`src/nr_sss_pkg.sv`:
```
`default_nettype none

package nr_sss_pkg;

    // length of the SSS and of both m-sequences
    localparam int unsigned SSS_LEN = 127;

    // N_id_1 runs over 0..335
    localparam int unsigned N_ID_1_MAX = 335;
    localparam int unsigned N_ID_1_W   = 9;

    // N_id = 3*N_id_1 + N_id_2, at most 1007
    localparam int unsigned N_ID_W = 10;

    // m1 shifts per m0 group
    localparam int unsigned SHIFT_GROUP = 112;

    // bit n holds symbol n, 1 for +1 and 0 for -1
    typedef struct packed {
        logic [SSS_LEN-1:0] bits;
    } sss_frame_t;

    typedef struct packed {
        logic [N_ID_1_W-1:0] n_id_1;
        logic [N_ID_W-1:0]   n_id;
    } sss_result_t;

    // load waits for a frame, search walks all hypotheses,
    // report hands the best one to the output
    typedef enum logic [1:0] {
        SSS_LOAD,
        SSS_SEARCH,
        SSS_REPORT
    } sss_state_e;

endpackage

`default_nettype wire

```
`src/mseq_lfsr.sv`:
```
`timescale 1ns/1ps
`default_nettype none

module mseq_lfsr #(
    parameter int unsigned       LFSR_N      = 7,
    parameter logic [LFSR_N-1:0] TAPS        = 'h11,
    parameter logic [LFSR_N-1:0] START_VALUE = 'h01
) (
    input  logic clk_i,
    input  logic reset_ni,
    output logic seq_bit_o,
    output logic seq_valid_o
);

    // one full period of a maximal length sequence is 2^N - 1 bits
    localparam logic [LFSR_N-1:0] LAST_CNT = {LFSR_N{1'b1}};

    // reg_q[0] is x(i), reg_q[LFSR_N-1] is x(i+LFSR_N-1)
    logic [LFSR_N-1:0] reg_q;
    logic [LFSR_N-1:0] cnt_q;
    logic              feedback;

    // x(i+N) is the xor of the tapped positions
    assign feedback    = ^(reg_q & TAPS);
    assign seq_bit_o   = reg_q[0];
    assign seq_valid_o = (cnt_q != LAST_CNT);

    always_ff @(posedge clk_i) begin
        if (!reset_ni) begin
            reg_q <= START_VALUE;
            cnt_q <= '0;
        end else if (seq_valid_o) begin
            // new bit enters at the top, oldest leaves at bit 0
            reg_q <= {feedback, reg_q[LFSR_N-1:1]};
            cnt_q <= cnt_q + 1'b1;
        end
    end

    // once the period is out the register holds its state

endmodule

`default_nettype wire

```
`src/nr_sss_top.sv`:
```
`timescale 1ns/1ps
`default_nettype none

module nr_sss_top #(
    parameter int unsigned       LFSR_N      = 7,
    // x0(i+7) = x0(i+4) + x0(i), x1(i+7) = x1(i+1) + x1(i)
    parameter logic [LFSR_N-1:0] SEQ0_TAPS   = 'h11,
    parameter logic [LFSR_N-1:0] SEQ1_TAPS   = 'h03,
    parameter logic [LFSR_N-1:0] START_VALUE = 'h01
) (
    input  logic                    clk_i,
    input  logic                    reset_ni,
    input  logic                    sss_bit_i,
    input  logic                    sss_valid_i,
    input  logic [1:0]              n_id_2_i,
    input  logic                    n_id_2_valid_i,
    output nr_sss_pkg::sss_result_t result_o,
    output logic                    result_valid_o
);

    import nr_sss_pkg::*;

    logic       seq0_bit;
    logic       seq0_valid;
    logic       seq1_bit;
    logic       seq1_valid;
    sss_frame_t frame;
    logic       frame_valid;
    logic       busy;

    mseq_lfsr #(
        .LFSR_N     (LFSR_N),
        .TAPS       (SEQ0_TAPS),
        .START_VALUE(START_VALUE)
    ) seq0_lfsr (
        .clk_i      (clk_i),
        .reset_ni   (reset_ni),
        .seq_bit_o  (seq0_bit),
        .seq_valid_o(seq0_valid)
    );

    mseq_lfsr #(
        .LFSR_N     (LFSR_N),
        .TAPS       (SEQ1_TAPS),
        .START_VALUE(START_VALUE)
    ) seq1_lfsr (
        .clk_i      (clk_i),
        .reset_ni   (reset_ni),
        .seq_bit_o  (seq1_bit),
        .seq_valid_o(seq1_valid)
    );

    sss_capture capture0 (
        .clk_i        (clk_i),
        .reset_ni     (reset_ni),
        .sss_bit_i    (sss_bit_i),
        .sss_valid_i  (sss_valid_i),
        .busy_i       (busy),
        .frame_o      (frame),
        .frame_valid_o(frame_valid)
    );

    sss_correlator correlator0 (
        .clk_i         (clk_i),
        .reset_ni      (reset_ni),
        .seq0_bit_i    (seq0_bit),
        .seq0_valid_i  (seq0_valid),
        .seq1_bit_i    (seq1_bit),
        .seq1_valid_i  (seq1_valid),
        .frame_i       (frame),
        .frame_valid_i (frame_valid),
        .n_id_2_i      (n_id_2_i),
        .n_id_2_valid_i(n_id_2_valid_i),
        .busy_o        (busy),
        .result_o      (result_o),
        .result_valid_o(result_valid_o)
    );

endmodule

`default_nettype wire

```
`src/sss_capture.sv`:
```
`timescale 1ns/1ps
`default_nettype none

module sss_capture (
    input  logic                   clk_i,
    input  logic                   reset_ni,
    input  logic                   sss_bit_i,
    input  logic                   sss_valid_i,
    input  logic                   busy_i,
    output nr_sss_pkg::sss_frame_t frame_o,
    output logic                   frame_valid_o
);

    import nr_sss_pkg::*;

    localparam int unsigned      CNT_W    = $clog2(SSS_LEN);
    localparam logic [CNT_W-1:0] CNT_LAST = CNT_W'(SSS_LEN - 1);

    sss_frame_t       frame_q;
    logic [CNT_W-1:0] cnt_q;
    logic             frame_valid_q;
    logic             accept;

    // input bits are dropped while the correlator searches
    assign accept        = sss_valid_i && !busy_i;
    assign frame_o       = frame_q;
    assign frame_valid_o = frame_valid_q;

    // bit n of the frame is the n-th accepted bit
    always_ff @(posedge clk_i) begin
        if (accept) begin
            frame_q.bits[cnt_q] <= sss_bit_i;
        end
    end

    always_ff @(posedge clk_i) begin
        if (!reset_ni) begin
            cnt_q         <= '0;
            frame_valid_q <= 1'b0;
        end else begin
            frame_valid_q <= 1'b0;
            if (accept) begin
                if (cnt_q == CNT_LAST) begin
                    // last position written, frame is complete
                    cnt_q         <= '0;
                    frame_valid_q <= 1'b1;
                end else begin
                    cnt_q <= cnt_q + 1'b1;
                end
            end
        end
    end

endmodule

`default_nettype wire

```
`src/sss_correlator.sv`:
```
`timescale 1ns/1ps
`default_nettype none

module sss_correlator (
    input  logic                    clk_i,
    input  logic                    reset_ni,
    input  logic                    seq0_bit_i,
    input  logic                    seq0_valid_i,
    input  logic                    seq1_bit_i,
    input  logic                    seq1_valid_i,
    input  nr_sss_pkg::sss_frame_t  frame_i,
    input  logic                    frame_valid_i,
    input  logic [1:0]              n_id_2_i,
    input  logic                    n_id_2_valid_i,
    output logic                    busy_o,
    output nr_sss_pkg::sss_result_t result_o,
    output logic                    result_valid_o
);

    import nr_sss_pkg::*;

    localparam int unsigned      IDX_W    = $clog2(SSS_LEN);
    localparam int unsigned      ACC_W    = IDX_W + 1;
    localparam logic [IDX_W-1:0] IDX_LAST = IDX_W'(SSS_LEN - 1);
    // pos_q reaches SSS_LEN in the decision cycle, same value marks full stores
    localparam logic [IDX_W-1:0] IDX_END  = IDX_W'(SSS_LEN);
    localparam logic [IDX_W-1:0] M1_LAST  = IDX_W'(SHIFT_GROUP - 1);
    // m0 grows by 15 for every group of 112 hypotheses
    localparam logic [IDX_W-1:0] M0_STEP  = IDX_W'(15);

    sss_state_e              state_q;
    sss_frame_t              seq0_q;
    sss_frame_t              seq1_q;
    sss_frame_t              frame_q;
    logic [IDX_W-1:0]        fill_q;
    logic                    stores_full;
    logic                    frame_pending_q;
    logic                    start;
    logic [1:0]              n_id_2_q;
    logic [IDX_W-1:0]        m0_base;
    logic [IDX_W-1:0]        m0_q;
    logic [IDX_W-1:0]        m1_q;
    logic [IDX_W-1:0]        idx0_q;
    logic [IDX_W-1:0]        idx1_q;
    logic                    wrap0;
    logic                    wrap1;
    logic [IDX_W-1:0]        pos_q;
    logic [N_ID_1_W-1:0]     n_id_1_q;
    logic [N_ID_W-1:0]       n_id;
    logic signed [ACC_W-1:0] acc_q;
    logic [IDX_W-1:0]        acc_abs;
    logic [IDX_W-1:0]        best_abs_q;
    logic                    match;
    sss_result_t             best_q;
    sss_result_t             result_q;
    logic                    result_valid_q;

    assign busy_o         = (state_q != SSS_LOAD);
    assign result_o       = result_q;
    assign result_valid_o = result_valid_q;

    assign stores_full = (fill_q == IDX_END);
    assign start       = (frame_valid_i || frame_pending_q) && stores_full;

    // 5*N_id_2 without a multiplier
    always_comb begin
        unique case (n_id_2_q)
            2'd1:    m0_base = IDX_W'(5);
            2'd2:    m0_base = IDX_W'(10);
            default: m0_base = '0;
        endcase
    end

    // read pointers step through (n + m) mod 127
    assign wrap0 = (idx0_q == IDX_LAST);
    assign wrap1 = (idx1_q == IDX_LAST);

    // expected bit is the inverse of x0 xor x1, a match counts +1
    assign match   = (frame_q.bits[pos_q] == ~(seq0_q.bits[idx0_q] ^ seq1_q.bits[idx1_q]));
    assign acc_abs = acc_q[ACC_W-1] ? IDX_W'(-acc_q) : IDX_W'(acc_q);
    assign n_id    = (N_ID_W'(n_id_1_q) << 1) + N_ID_W'(n_id_1_q) + N_ID_W'(n_id_2_q);

    // sequences shift in from the top so x(0) ends up at bit 0
    always_ff @(posedge clk_i) begin
        if (seq0_valid_i) begin
            seq0_q.bits <= {seq0_bit_i, seq0_q.bits[SSS_LEN-1:1]};
        end
        if (seq1_valid_i) begin
            seq1_q.bits <= {seq1_bit_i, seq1_q.bits[SSS_LEN-1:1]};
        end
        if (state_q == SSS_LOAD && frame_valid_i) begin
            frame_q <= frame_i;
        end
    end

    always_ff @(posedge clk_i) begin
        if (!reset_ni) begin
            fill_q <= '0;
        end else if (seq0_valid_i && seq1_valid_i && !stores_full) begin
            fill_q <= fill_q + 1'b1;
        end
    end

    always_ff @(posedge clk_i) begin
        if (!reset_ni) begin
            state_q         <= SSS_LOAD;
            frame_pending_q <= 1'b0;
            n_id_2_q        <= '0;
            m0_q            <= '0;
            m1_q            <= '0;
            idx0_q          <= '0;
            idx1_q          <= '0;
            pos_q           <= '0;
            n_id_1_q        <= '0;
            acc_q           <= '0;
            best_abs_q      <= '0;
            best_q          <= '0;
            result_q        <= '0;
            result_valid_q  <= 1'b0;
        end else begin
            result_valid_q <= 1'b0;
            unique case (state_q)
                SSS_LOAD: begin
                    if (n_id_2_valid_i) begin
                        n_id_2_q <= n_id_2_i;
                    end
                    if (start) begin
                        state_q         <= SSS_SEARCH;
                        frame_pending_q <= 1'b0;
                        m0_q            <= m0_base;
                        m1_q            <= '0;
                        idx0_q          <= m0_base;
                        idx1_q          <= '0;
                        pos_q           <= '0;
                        n_id_1_q        <= '0;
                        acc_q           <= '0;
                        best_abs_q      <= '0;
                    end else if (frame_valid_i) begin
                        // sequences still loading, search starts once they are in
                        frame_pending_q <= 1'b1;
                    end
                end
                SSS_SEARCH: begin
                    if (pos_q != IDX_END) begin
                        acc_q  <= match ? acc_q + 2'sd1 : acc_q - 2'sd1;
                        idx0_q <= wrap0 ? '0 : idx0_q + 1'b1;
                        idx1_q <= wrap1 ? '0 : idx1_q + 1'b1;
                        pos_q  <= pos_q + 1'b1;
                    end else begin
                        // decision cycle, strict increase keeps the earlier tie
                        if (acc_abs > best_abs_q) begin
                            best_abs_q    <= acc_abs;
                            best_q.n_id_1 <= n_id_1_q;
                            best_q.n_id   <= n_id;
                        end
                        acc_q <= '0;
                        pos_q <= '0;
                        if (n_id_1_q == N_ID_1_W'(N_ID_1_MAX)) begin
                            state_q <= SSS_REPORT;
                        end else begin
                            n_id_1_q <= n_id_1_q + 1'b1;
                            if (m1_q == M1_LAST) begin
                                // next group of 112
                                m0_q   <= m0_q + M0_STEP;
                                m1_q   <= '0;
                                idx0_q <= m0_q + M0_STEP;
                                idx1_q <= '0;
                            end else begin
                                m1_q   <= m1_q + 1'b1;
                                idx0_q <= m0_q;
                                idx1_q <= m1_q + 1'b1;
                            end
                        end
                    end
                end
                SSS_REPORT: begin
                    result_q       <= best_q;
                    result_valid_q <= 1'b1;
                    state_q        <= SSS_LOAD;
                end
                default: begin
                    state_q <= SSS_LOAD;
                end
            endcase
        end
    end

endmodule

`default_nettype wire

```
`config.mk`:
```
export PLATFORM = sky130hd
export DESIGN_NAME = nr_sss_top
export DESIGN_NICKNAME = d
export VERILOG_FILES = /design/src/nr_sss_pkg.sv /design/src/mseq_lfsr.sv /design/src/nr_sss_top.sv /design/src/sss_capture.sv /design/src/sss_correlator.sv
export SDC_FILE = /design/constraint.sdc
export NUM_CORES = 1
export LEC_CHECK = 0
export ABC_AREA = 1
export BUFFER_PORTS_ARGS = -buffer_cell sky130_fd_sc_hd__buf_2
export CAP_MARGIN = 20
export CORE_ASPECT_RATIO = 1.2
export CORE_MARGIN = 4
export CORE_UTILIZATION = 25
export CTS_BUF_LIST = sky130_fd_sc_hd__clkbuf_2
export DETAILED_ROUTE_END_ITERATION = 7
export GPL_TIMING_DRIVEN = 0
export SLEW_MARGIN = 20
export SYNTH_ARGS = -nofsm -noshare
export SYNTH_HDL_FRONTEND = slang
export SYNTH_SLANG_ARGS = --single-unit
```
`constraint.sdc`:
```
create_clock -name clk_i -period 9.1 [get_ports clk_i]
set_clock_uncertainty 0.1 [all_clocks]
set_input_delay 0.91 -clock clk_i [delete_from_list [all_inputs] [get_ports clk_i]]
set_output_delay 0.91 -clock clk_i [all_outputs]
set_load 0.05 [all_outputs]
```
==> out/results.ini <==
[yosys]
synth.avg_cell_area_um2 = 10.1
synth_top_area_cell = edfxtp_1
synth_seq_cells = 654
yosys-top-cells-count = 652 x nand2_1, 508 x edfxtp_1, 324 x nor2_1
seq_area_frac_synth_pct = 65.6
synth_area_leaders = edfxtp_1 55%, dfxtp_1 11%, nand2_1 8.8%
synth_top_area_share_pct = 55.1
synth_edf_count = 508
synthCells = 2729
async_reset_ff_share_pct = 0
syn_nets = 2784
syn_area_um2 = 27700
synth_flop_cell = edfxtp_1
yosysWarnings = 0
ys_types = 49
synth.most_common_cell = nand2_1

[global_route]
grt_max_degree = 74
grt_use_total_pct = 11.3
grt_pass1_wl_mm = 105
use_met1_pct = 14.0
use_met3_pct = 2.86
grt_overflow_total = 0
grt_pass1_vias = 19200
grt_use_met2_pct = 19.1
top_usage_layer = met2
antenna_found_initial = 3

[setup_path]
crit_path_start_kind = register
arrival_ns = 5.53
critPathRequiredTime_ns = 10.21
path_class = register to register
crit_fanout = 10
endpoint_kind = register

[finish]
final_nets = 2995
drive_above_1_share_pct = 12.9
nFillCells = 11600
area_growth_pct = 13.3
fin_cells = 4474

[sta]
hold_viol = 0
rsz0062_at_grt = false
tightest_slew_ns = 0.951
setup_violations = 0
fin_crit_sh_pct = 48.6
max_slew_margin_pct = 36.6
finalCriticalPeriod_ns = 4.43
maxSlewViolCount = 0
fmax_mhz = 226
fin_hold_ws_ns = 0.266

[clock_tree]
clk_latency_ns = 1.36
cts-root-buf = clkbuf_2
cts.sinks = 654
clock_path_buffers = 3
htree_levels = 4
tritoncts = built
post_cts_buffers = 0
cts.clk_slew.worst_paths_ns = 0.11
cts_buffers = 166

[placement]
routabilityCongestion = 0.839
portBuffers = 25
dp.cells = 4181
dpl.hpwl_mm = 43.5

[die]
initial_core_util_pct = 25.2
rows = 133
num_io_pins = 27
die_area_um2 = 116000
die_h_um = 373
core-area_um2 = 110000
die_w_um = 312

[route]
vias = 19900
wl_per_cell_um = 15.1
wl_mm = 67.6
drt_iter0_markers = 1521
dr.pass1.iters = 5
ant_nets = 0
via_per_inst = 4.45
drc = 0

[run]
maxCapViolations = 0

[worst_hold_path]
hold_path_class = register to register

[power_and_ir_drop]
powerDensity_nw_per_um2 = 169
p_leak_uw = 0.0125
peakVddDrop_mv = 0.0967

[outcome]
status = complete, no violations

-- metrics by stage --
step	TNS [ns]	area, µm²	util, %	total power (µW)	setup slack (ns)
after floorplan	0	27700	-	3340	2.38
after global placement	-31.22	29600	26.9	3380	-0.329
after detailed placement	0	29900	27.2	3380	4.68
after CTS	0	31400	28.6	5370	4.65
after global routing	0	31400	28.6	5540	4.24
final	0	31400	28.6	5290	4.67
-- layout make-up --
type,instances,area (µm²),area share (%)
buffer,113,577,1.84
multi-input combinational,1684,7910,25.2
sequential,654,18200,57.9
clock inverter,37,230,0.733
antenna,8,20.0,0.0638
inverter,278,1050,3.33
tap,1417,1770,5.65
clock buffer,240,1200,3.83
timing repair buffer,43,453,1.44
-- per-layer routing --
layer	up-vias	wire length (µm)
met4	0	1660
li1	9699	-
met5	-	0
met2	578	33000
met1	9473	28600
met3	141	4370
-- cell usage in the layout, fill, tap and decap left out, types with 6 or more instances in the layout --
master	count
xor2_1	15
o211ai_1	6
or2_2	7
clkinv_1	28
nor3_1	43
nor2_1	323
nand4_1	18
nand2_1	652
inv_1	259
a21oi_1	124
buf_16	6
buf_6	8
clkbuf_2	240
a211oi_1	20
nand3_1	255
clkinv_2	6
xnor2_1	8
o21ai_0	105
buf_2	74
o21ai_1	7
dlygate4sd3_1	8
buf_4	7
a31oi_1	8
diode_2	8
clkbuf_1	45
nor2_2	6
dfxtp_1	146
ha_1	45
inv_2	12
edfxtp_1	508
-- state kept, by name, summed over array words and instances (netlist names), 7 cells and up --
name,flops
correlator0.n_id_1_q,9
correlator0.acc_q,8
correlator0.fill_q,7
correlator0.m0_q,7
correlator0.best_abs_q,7
correlator0.best_q,19
correlator0.frame_q,127
correlator0.result_o,19
correlator0.idx0_q,7
correlator0.pos_q,7
seq1_lfsr.reg_q,7
correlator0.seq1_q,127
correlator0.m1_q,7
correlator0.idx1_q,7
capture0.frame_o,127
seq0_lfsr.reg_q,7
capture0.cnt_q,7
seq0_lfsr.cnt_q,7
correlator0.seq0_q,127
seq1_lfsr.cnt_q,7
-- where the power goes --
| group | internal (µW) | switching, µW |
|---|---|---|
| Combinational | 22.1 | 57.9 |
| Clock | 760 | 1210 |
| Sequential | 3220 | 19.7 |
| Total | 4000 | 1290 |
-- final timing paths --
kind                             start                       to  slack (ns)  cells past startpoint
hold / removal    capture0.frame_o[23]  correlator0.frame_q[23]        0.27                      0
hold reg to reg   capture0.frame_o[23]  correlator0.frame_q[23]        0.27                      0
setup / recovery  correlator0.pos_q[2]     correlator0.acc_q[7]        4.67                     23
setup reg to reg  correlator0.pos_q[2]     correlator0.acc_q[7]        4.67                     23
-- repair_timing --
item | in CTS | in global routing
hold buffers | 8 | 0
resized for setup | 0 | 0
hold endpoints to repair | 60 | 0
-- worst max-delay path, stage by stage (launching register included) --
cell      delay [ns]
dfxtp_1         0.37
buf_2           0.36
clkinv_1        0.55
nand3_1         0.25
nand3_1         0.22
nand3_1         0.17
nand3_1         0.12
nand3_1         0.09
nand2_1         0.12
nand3_1         0.13
nand2_1         0.21
ha_1            0.41
a21oi_1         0.14
nand2_1         0.08
nand2_1         0.08
nand2_1         0.06
a21oi_1         0.16
nor2_1          0.07
nor2_1          0.09
o21bai_1        0.08
xor2_1          0.15
nand3b_1        0.17
nand3_1         0.07
a21oi_1         0.06
-- kinds of logic (layout without fill, tap and decap cells) --
family          after synthesis  in the layout  synth area share (%)
compound gates              286            286                  5.63
xor+xnor                     23             23                 0.727
fa+ha+maj                    48             48                  2.25
buf+inv                     391            711                  5.83
flops                       654            654                  65.6
other cells                   0              8                     0
simple gates               1327           1327                  19.9
Power figures use the tool's default switching activity.
